--- config.mk ---
export PLATFORM = sky130hd
export DESIGN_NAME = calculator_top
export DESIGN_NICKNAME = d
export VERILOG_FILES = /design/src/calc_pkg.sv /design/src/key_event_sync.sv /design/src/calc_controller.sv /design/src/signmag_adder.sv /design/src/shift_add_multiplier.sv /design/src/calculator_top.sv
export VERILOG_INCLUDE_DIRS = /design/src /design/src/src
export SDC_FILE = /design/constraint.sdc
export NUM_CORES = 1
export LEC_CHECK = 0
export ABC_AREA = 0
export BUFFER_PORTS_ARGS = -buffer_cell sky130_fd_sc_hd__buf_2
export CORE_MARGIN = 2
export CORE_UTILIZATION = 45
export CTS_BUF_LIST = sky130_fd_sc_hd__clkbuf_4 sky130_fd_sc_hd__clkbuf_8
export DETAILED_ROUTE_END_ITERATION = 6
export SYNTH_ARGS = -nofsm -noshare
export SYNTH_HDL_FRONTEND = slang
export SYNTH_HIERARCHICAL = 1
export SYNTH_SLANG_ARGS = --single-unit
--- constraint.sdc ---
create_clock -name clk -period 3.3 [get_ports clk]
set_clock_uncertainty 0.05 [all_clocks]
set_input_delay 0 -clock clk [delete_from_list [all_inputs] [get_ports clk]]
set_output_delay 0 -clock clk [all_outputs]
set_load 0.03 [all_outputs]
--- src/calc_params.svh ---
// Calculator core parameters
`ifndef CALC_PARAMS_SVH
`define CALC_PARAMS_SVH

// Sign-magnitude number layout
`define CALC_WIDTH 16
`define CALC_MAG_WIDTH 15

// Flops in each key level synchronizer
`define CALC_SYNC_STAGES 2

// One multiplier iteration per magnitude bit
`define CALC_MULT_STEPS `CALC_MAG_WIDTH

// Decimal digit entry
`define CALC_DIGIT_BASE 10

`endif

--- src/calc_pkg.sv ---
// Calculator shared types
`include "calc_params.svh"

package calc_pkg;

    // Bit 15 sign, lower bits magnitude
    typedef struct packed {
        logic                       sign;
        logic [`CALC_MAG_WIDTH-1:0] mag;
    } calc_num_t;

    typedef enum logic [2:0] {
        OP_NONE = 3'd0,
        OP_NEG  = 3'd1,
        OP_ADD  = 3'd2,
        OP_SUB  = 3'd3,
        OP_MUL  = 3'd4
    } calc_op_t;

    // One-cycle key strobe, at most one kind set
    typedef struct packed {
        logic       digit_valid;
        logic [3:0] digit;
        calc_op_t   op;
        logic       equal;
    } key_event_t;

    typedef enum logic [3:0] {
        WAIT_OP1,
        SCALE_OP1,
        ADD_DIGIT_OP1,
        WAIT_OP2,
        SCALE_OP2,
        ADD_DIGIT_OP2,
        DISPATCH,
        WAIT_RESULT,
        SHOW_RESULT
    } ctrl_state_t;

endpackage

--- src/key_event_sync.sv ---
// Key level synchronizer and edge detector
`include "calc_params.svh"

module key_event_sync
    import calc_pkg::*;
(
    input  logic       clk,
    input  logic       nRST,
    input  logic [3:0] keypad_input,
    input  logic       read_input,
    input  logic [2:0] operator_input,
    input  logic       equal_input,
    output key_event_t key_evt
);

    localparam int STAGES = `CALC_SYNC_STAGES;
    localparam int LVL_W  = 9;

    logic [LVL_W-1:0]             raw_lvl;
    logic [STAGES-1:0][LVL_W-1:0] sync_q;
    logic [3:0]                   digit_s;
    logic                         read_s;
    logic [2:0]                   op_s;
    logic                         equal_s;
    logic                         read_prev, op_prev, equal_prev;
    logic                         read_rise, op_rise, equal_rise;

    assign raw_lvl = {keypad_input, read_input, operator_input, equal_input};
    assign {digit_s, read_s, op_s, equal_s} = sync_q[STAGES-1];

    // An operator button counts as pressed while its code is nonzero
    assign read_rise  = read_s && !read_prev;
    assign op_rise    = (|op_s) && !op_prev;
    assign equal_rise = equal_s && !equal_prev;

    always_ff @(posedge clk or negedge nRST) begin
        if (!nRST) begin
            sync_q     <= '0;
            read_prev  <= 1'b0;
            op_prev    <= 1'b0;
            equal_prev <= 1'b0;
            key_evt    <= '0;
        end else begin
            sync_q[0] <= raw_lvl;
            for (int i = 1; i < STAGES; i++) begin
                sync_q[i] <= sync_q[i-1];
            end
            read_prev  <= read_s;
            op_prev    <= |op_s;
            equal_prev <= equal_s;

            // Digit wins over operator, operator over equal
            key_evt <= '0;
            if (read_rise) begin
                key_evt.digit_valid <= 1'b1;
                key_evt.digit       <= digit_s;
            end else if (op_rise) begin
                key_evt.op <= calc_op_t'(op_s);
            end else if (equal_rise) begin
                key_evt.equal <= 1'b1;
            end
        end
    end

    a_one_event_kind: assert property (@(posedge clk) disable iff (!nRST)
        $onehot0({key_evt.digit_valid, key_evt.op != OP_NONE, key_evt.equal}));

endmodule

--- src/calc_controller.sv ---
// Calculator control FSM
`include "calc_params.svh"

module calc_controller
    import calc_pkg::*;
(
    input  logic       clk,
    input  logic       nRST,
    input  key_event_t key_evt,
    input  calc_num_t  add_result,
    input  logic       add_done,
    input  calc_num_t  mul_result,
    input  logic       mul_done,
    output logic       key_read,
    output logic       complete,
    output calc_num_t  display_output,
    output calc_num_t  add_a,
    output calc_num_t  add_b,
    output logic       add_sub,
    output logic       add_start,
    output calc_num_t  mul_a,
    output calc_num_t  mul_b,
    output logic       mul_start
);

    localparam int        MAG_W = `CALC_MAG_WIDTH;
    localparam calc_num_t TEN   = '{sign: 1'b0, mag: MAG_W'(`CALC_DIGIT_BASE)};

    ctrl_state_t      state, next_state;
    calc_num_t        op1, op2, cur_operand;
    calc_op_t         op_q;
    logic [3:0]       digit_q;
    logic [MAG_W-1:0] digit_ext;
    logic             is_neg, is_arith, accept, result_done;

    assign is_neg      = key_evt.op == OP_NEG;
    assign is_arith    = key_evt.op inside {OP_ADD, OP_SUB, OP_MUL};
    assign cur_operand = (state == WAIT_OP2) ? op2 : op1;
    assign digit_ext   = MAG_W'(digit_q);
    assign result_done = (op_q == OP_MUL) ? mul_done : add_done;

    // Keys are only taken while waiting for operand input
    always_comb begin
        case (state)
            WAIT_OP1: accept = key_evt.digit_valid || is_neg || is_arith;
            WAIT_OP2: accept = key_evt.digit_valid || is_neg || key_evt.equal;
            default:  accept = 1'b0;
        endcase
    end

    always_comb begin
        next_state = state;
        case (state)
            WAIT_OP1: begin
                if (key_evt.digit_valid) begin
                    next_state = SCALE_OP1;
                end else if (is_arith) begin
                    next_state = WAIT_OP2;
                end
            end
            SCALE_OP1:     next_state = mul_done ? ADD_DIGIT_OP1 : SCALE_OP1;
            ADD_DIGIT_OP1: next_state = WAIT_OP1;
            WAIT_OP2: begin
                if (key_evt.digit_valid) begin
                    next_state = SCALE_OP2;
                end else if (key_evt.equal) begin
                    next_state = DISPATCH;
                end
            end
            SCALE_OP2:     next_state = mul_done ? ADD_DIGIT_OP2 : SCALE_OP2;
            ADD_DIGIT_OP2: next_state = WAIT_OP2;
            DISPATCH:      next_state = WAIT_RESULT;
            WAIT_RESULT:   next_state = result_done ? SHOW_RESULT : WAIT_RESULT;
            default:       next_state = WAIT_OP1;
        endcase
    end

    always_ff @(posedge clk or negedge nRST) begin
        if (!nRST) begin
            state          <= WAIT_OP1;
            key_read       <= 1'b0;
            complete       <= 1'b0;
            add_start      <= 1'b0;
            mul_start      <= 1'b0;
            display_output <= '0;
            op1            <= '0;
            op2            <= '0;
            op_q           <= OP_NONE;
        end else begin
            state     <= next_state;
            key_read  <= accept;
            complete  <= 1'b0;
            add_start <= 1'b0;
            mul_start <= 1'b0;
            case (state)
                WAIT_OP1: begin
                    if (key_evt.digit_valid) begin
                        mul_start <= 1'b1;
                    end else if (is_neg) begin
                        op1.sign <= ~op1.sign;
                    end else if (is_arith) begin
                        op_q <= key_evt.op;
                    end
                end
                WAIT_OP2: begin
                    if (key_evt.digit_valid) begin
                        mul_start <= 1'b1;
                    end else if (is_neg) begin
                        op2.sign <= ~op2.sign;
                    end
                end
                // Sign stays with the operand, only the magnitude is scaled
                SCALE_OP1:     if (mul_done) op1.mag <= mul_result.mag;
                ADD_DIGIT_OP1: op1.mag <= op1.mag + digit_ext;
                SCALE_OP2:     if (mul_done) op2.mag <= mul_result.mag;
                ADD_DIGIT_OP2: op2.mag <= op2.mag + digit_ext;
                DISPATCH: begin
                    if (op_q == OP_MUL) begin
                        mul_start <= 1'b1;
                    end else begin
                        add_start <= 1'b1;
                    end
                end
                SHOW_RESULT: begin
                    display_output <= (op_q == OP_MUL) ? mul_result : add_result;
                    complete       <= 1'b1;
                    op1            <= '0;
                    op2            <= '0;
                end
                default: ;
            endcase
        end
    end

    // Operand registers for the arithmetic units
    always_ff @(posedge clk) begin
        if (accept && key_evt.digit_valid) begin
            digit_q <= key_evt.digit;
            mul_a   <= cur_operand;
            mul_b   <= TEN;
        end else if (state == DISPATCH) begin
            add_a   <= op1;
            add_b   <= op2;
            add_sub <= op_q == OP_SUB;
            mul_a   <= op1;
            mul_b   <= op2;
        end
    end

    a_complete_pulse: assert property (@(posedge clk) disable iff (!nRST)
        complete |=> !complete);

    a_single_start: assert property (@(posedge clk) disable iff (!nRST)
        !(add_start && mul_start));

endmodule

--- src/signmag_adder.sv ---
// Sign-magnitude adder and subtractor
`include "calc_params.svh"

module signmag_adder
    import calc_pkg::*;
(
    input  logic      clk,
    input  logic      nRST,
    input  calc_num_t a,
    input  calc_num_t b,
    input  logic      sub,
    input  logic      start,
    output calc_num_t result,
    output logic      done
);

    localparam int MAG_W = `CALC_MAG_WIDTH;

    logic             b_sign;
    logic             sum_sign;
    logic [MAG_W-1:0] sum_mag;

    always_comb begin
        b_sign = b.sign ^ sub;
        if (a.sign == b_sign) begin
            // Wraps modulo 2^15
            sum_mag  = a.mag + b.mag;
            sum_sign = a.sign;
        end else if (a.mag >= b.mag) begin
            sum_mag  = a.mag - b.mag;
            sum_sign = a.sign;
        end else begin
            sum_mag  = b.mag - a.mag;
            sum_sign = b_sign;
        end
        if (sum_mag == '0) begin
            sum_sign = 1'b0;
        end
    end

    always_ff @(posedge clk or negedge nRST) begin
        if (!nRST) begin
            done <= 1'b0;
        end else begin
            done <= start;
        end
    end

    always_ff @(posedge clk) begin
        if (start) begin
            result <= '{sign: sum_sign, mag: sum_mag};
        end
    end

    a_no_neg_zero: assert property (@(posedge clk) disable iff (!nRST)
        done |-> !(result.sign && result.mag == '0));

endmodule

--- src/shift_add_multiplier.sv ---
// Iterative shift-add multiplier
`include "calc_params.svh"

module shift_add_multiplier
    import calc_pkg::*;
(
    input  logic      clk,
    input  logic      nRST,
    input  calc_num_t a,
    input  calc_num_t b,
    input  logic      start,
    output calc_num_t result,
    output logic      done
);

    localparam int               MAG_W     = `CALC_MAG_WIDTH;
    localparam int               STEPS     = `CALC_MULT_STEPS;
    localparam int               CNT_W     = $clog2(STEPS);
    localparam logic [CNT_W-1:0] LAST_STEP = CNT_W'(STEPS - 1);

    logic             busy;
    logic [CNT_W-1:0] step;
    logic [MAG_W-1:0] acc, acc_next;
    logic [MAG_W-1:0] mcand, mplier;
    logic             sign_q;

    // Partial product for the current multiplier bit
    assign acc_next = mplier[0] ? acc + mcand : acc;

    always_ff @(posedge clk or negedge nRST) begin
        if (!nRST) begin
            busy <= 1'b0;
            step <= '0;
            done <= 1'b0;
        end else begin
            done <= 1'b0;
            if (start) begin
                busy <= 1'b1;
                step <= '0;
            end else if (busy) begin
                step <= step + 1'b1;
                if (step == LAST_STEP) begin
                    busy <= 1'b0;
                    done <= 1'b1;
                end
            end
        end
    end

    always_ff @(posedge clk) begin
        if (start) begin
            acc    <= '0;
            mcand  <= a.mag;
            mplier <= b.mag;
            sign_q <= a.sign ^ b.sign;
        end else if (busy) begin
            acc    <= acc_next;
            mcand  <= mcand << 1;
            mplier <= mplier >> 1;
            if (step == LAST_STEP) begin
                result <= '{sign: sign_q && (acc_next != '0), mag: acc_next};
            end
        end
    end

    a_no_start_busy: assert property (@(posedge clk) disable iff (!nRST)
        start |-> !busy);

endmodule

--- src/calculator_top.sv ---
// Calculator core top level
module calculator_top
    import calc_pkg::*;
(
    input  logic       clk,
    input  logic       nRST,
    input  logic [3:0] keypad_input,
    input  logic       read_input,
    input  logic [2:0] operator_input,
    input  logic       equal_input,
    output logic       key_read,
    output logic       complete,
    output calc_num_t  display_output
);

    key_event_t key_evt;
    calc_num_t  add_a, add_b, add_result;
    logic       add_sub, add_start, add_done;
    calc_num_t  mul_a, mul_b, mul_result;
    logic       mul_start, mul_done;

    key_event_sync sync0 (
        .clk(clk), .nRST(nRST),
        .keypad_input(keypad_input), .read_input(read_input),
        .operator_input(operator_input), .equal_input(equal_input),
        .key_evt(key_evt)
    );

    calc_controller ctrl0 (
        .clk(clk), .nRST(nRST), .key_evt(key_evt),
        .add_result(add_result), .add_done(add_done),
        .mul_result(mul_result), .mul_done(mul_done),
        .key_read(key_read), .complete(complete), .display_output(display_output),
        .add_a(add_a), .add_b(add_b), .add_sub(add_sub), .add_start(add_start),
        .mul_a(mul_a), .mul_b(mul_b), .mul_start(mul_start)
    );

    signmag_adder add0 (
        .clk(clk), .nRST(nRST), .a(add_a), .b(add_b), .sub(add_sub),
        .start(add_start), .result(add_result), .done(add_done)
    );

    shift_add_multiplier mul0 (
        .clk(clk), .nRST(nRST), .a(mul_a), .b(mul_b),
        .start(mul_start), .result(mul_result), .done(mul_done)
    );

endmodule

==> flow_summary.ini <==
[outcome]
outcome = finished with violations
violations = hold timing, setup timing

[floorplanning]
die_h_um = 178
die_width_um = 178
dieArea_mm2 = 0.0317
core_area_mm2 = 0.0297
rows = 63
io_pins = 29
start_util_pct = 45.9

[synth]
yosys.cell_count.top_type = edfxtp_1
syn_inst = 1314
synth_seq_cells = 243
ys_top_cells_by_count = edfxtp_1 (116), nand2_1 (111), dfrtp_1 (96)
ys.flop_type = edfxtp_1
synth_nets = 1402
yosysTopAreaCell = edfxtp_1
syn-cell-area_mm2 = 0.0136
synth.avg_cell_area_um2 = 10.4
synthArstFlopShare_pct = 39.5
yosys_warnings = 6
synth_edf_count = 116
synth_top_area_share_pct = 25.5
ys_top_cells_by_area = edfxtp_1 (26%), dfrtp_1 (18%), ha_1 (6.5%)
synth_cell_types = 101
ys_seq_area_share_pct = 47.7

[sta]
min_period_over_period_pct = 107
slew_viol_final = 0
final_hold_viol_count = 5
slew_headroom_pct = 39.4
fmaxAchievable_ghz = 0.283
hold_ws_ns = -0.0307
rsz0062_at_grt = yes
finalSetupViolCount = 2
timing.final.crit_period_ns = 3.53
setup_ws_ns = -0.232
worstMarginPinSlew_ns = 0.909

[place]
routabilityCongestion = 0.919
numPortBuffers = 28
dp_hpwl_um = 28600

[finish]
seq_area_mm2 = 0.00651
multi_input_area_mm2 = 0.00701
fill_cells = 2574
post-route-util_pct = 56.3
antenna_cells = 0
drive_above_1_share_pct = 26.8
syn2layout_area_growth_pct = 22.7
nets = 1587

[drt]
dr.pass1.iters = 5
vias = 11140
drc = 0
wire_per_inst_um = 20.2
final_antenna_net_count = 0
drtIter0Drc = 945
viasPerCell = 5.79
wirelength_um = 38900

[global_route]
grt_pass1_vias = 10780
grt_max_degree = 97
grtUsageTotal_pct = 24.8
antenna_found_initial = 0
grt_pass1_wl_um = 60600
grt_overflow = 0

[clocking]
clockBufferDepth = 3
cts.sinks = 243
root_buffer = clkbuf_8
clk_pin_slew_ns = 0.07
cts_buffers = 42
cts_max_level = 2
cts_tree = yes
insertion_delay_ns = 0.54

[setup_path]
critPathLaunchType = flop
max_stage_delay_ns = 0.49
crit_slowest_cell = or4b_4
endpoint_kind = flop
timing_worst_setup_path_type = flop to flop
crit_arrival_ns = 3.75
crit_required_ns = 3.52
crit_fanout = 5
path_cells = inv_2 -> ha_4 -> a211oi_4 -> nor2_4 -> or3_4 -> or4b_4 -> and4_1 -> o311a_1 -> a211o_1 -> a2111oi_4 -> a21oi_1

[power_and_ir_drop]
irDropWorstVdd_mv = 0.476
power_density_mw_per_mm2 = 1080
p_leak_nw = 6.94

[run]
max-cap-violations = 0

[min_path]
hold_path.class = input pin to async pin
-- worst paths after layout --
check                           startpoint                  endpoint  slack, ns  cells past startpoint
setup reg to reg           ctrl0/add_a[12]           add0/result[15]      -0.23                     11
hold reg to reg            sync0/sync_q[3]             sync0/op_s[2]       0.29                      0
setup / recovery           ctrl0/add_a[12]           add0/result[15]      -0.23                     11
hold / removal                        nRST  ctrl0/display_output[14]      -0.03                      3
min in group clk           keypad_input[1]           sync0/sync_q[6]       0.06                      2
max in group asynchronous             nRST           ctrl0/mul_start       2.68                      3
-- metal layers --
layer / GRT usage (%) / routed length [um] / vias to the layer above
li1: - / - / 5241
met1: 34.6 / 17500 / 5460
met2: 41.1 / 18300 / 392
met3: 3.73 / 2550 / 47
met4: 5.29 / 568 / 0
met5: 0 / 0 / -
-- placed cells by master (no fill, tap or decap), types with 9 or more instances in the layout --
cell / netlist / final
clkbuf_4: 0 / 11
o21bai_1: 9 / 9
ha_4: 0 / 13
a211oi_1: 19 / 18
nand3_1: 48 / 47
nor2_1: 88 / 85
mux2_2: 46 / 46
xnor2_1: 9 / 9
nor3_1: 27 / 25
mux2i_1: 24 / 24
a31oi_1: 21 / 20
clkinv_1: 0 / 9
xor2_1: 12 / 12
dfrtp_1: 96 / 95
and2_1: 11 / 12
nand2_1: 111 / 110
clkbuf_8: 0 / 51
dfxtp_1: 31 / 31
ha_1: 71 / 55
o211ai_1: 16 / 16
dlygate4sd3_1: 0 / 10
a21oi_1: 72 / 67
buf_2: 24 / 27
a21o_1: 10 / 10
o21ai_0: 87 / 82
o21ai_1: 5 / 9
and3_1: 14 / 13
inv_1: 75 / 68
nor2b_1: 18 / 17
edfxtp_1: 116 / 116
nand4_1: 17 / 17
buf_4: 2 / 163
-- timing repair --
action | CTS | global route
resized for setup | 52 | 38
endpoints found under the setup margin | 3 | 5
buffers inserted | 9 | 6
hold endpoints to repair | 105 | 0
pin swaps | 21 | 24
hold buffers | 10 | 0
-- power breakdown --
part / switching (W) / internal (W)
logic: 0.00543 / 0.00419
clock network: 0.00123 / 0.00160
registers: 0.00100 / 0.00460
-- state kept, by name (all words and copies together) (netlist names), 16 cells and up --
name	flops
ctrl0/add_b	16
ctrl0/mul_b	16
ctrl0/mul_a	16
add0/result	16
ctrl0/display_output	16
ctrl0/add_a	16
ctrl0/op2	16
mul0/result	16
ctrl0/op1	16
-- worst max-delay path, delay by kind of cell (launching register included) --
kind,cells,cell delay [ns]
fa+ha+maj,1,0.23
simple gates,4,1.15
buf+inv,1,0.10
compound gates,5,1.30
flops,1,0.44
-- metrics by stage --
stage               power [W]  setup WS [ns]  cell area (um^2)  TNS [ns]  instances
CTS                    0.0177         -0.234             16500    -0.308       1917
global placement       0.0142         -0.396             15200    -0.864       1820
global route           0.0193         -0.316             16700    -0.614       1923
finish                 0.0181         -0.232             16700    -0.399       1923
floorplan              0.0110        -0.0385             13700   -0.0385       1314
detailed placement     0.0144         -0.471             15200     -1.09       1820
-- final cells by class --
class / instances / share of cell area (%)
Clock buffer: 62 / 4.69
Clock inverter: 16 / 0.575
Inverter: 77 / 1.76
Multi-Input combinational cell: 928 / 41.9
Sequential cell: 243 / 38.9
Tap cell: 390 / 2.91
Timing Repair Buffer: 207 / 9.34
-- cell families (layout without fill, tap and decap cells) --
group | Yosys count | after routing | synth area share, %
DFF | 243 | 243 | 47.7
muxes | 72 | 72 | 5.72
xor gates and xnor gates | 22 | 22 | 1.52
and+or+nand+nor | 411 | 411 | 15.6
buffers and inverters | 143 | 362 | 4.69
AOI/OAI and AO/OA | 346 | 346 | 17.4
adders and majority gates | 77 | 77 | 7.39
No activity file was read; power rests on OpenSTA's default activity.
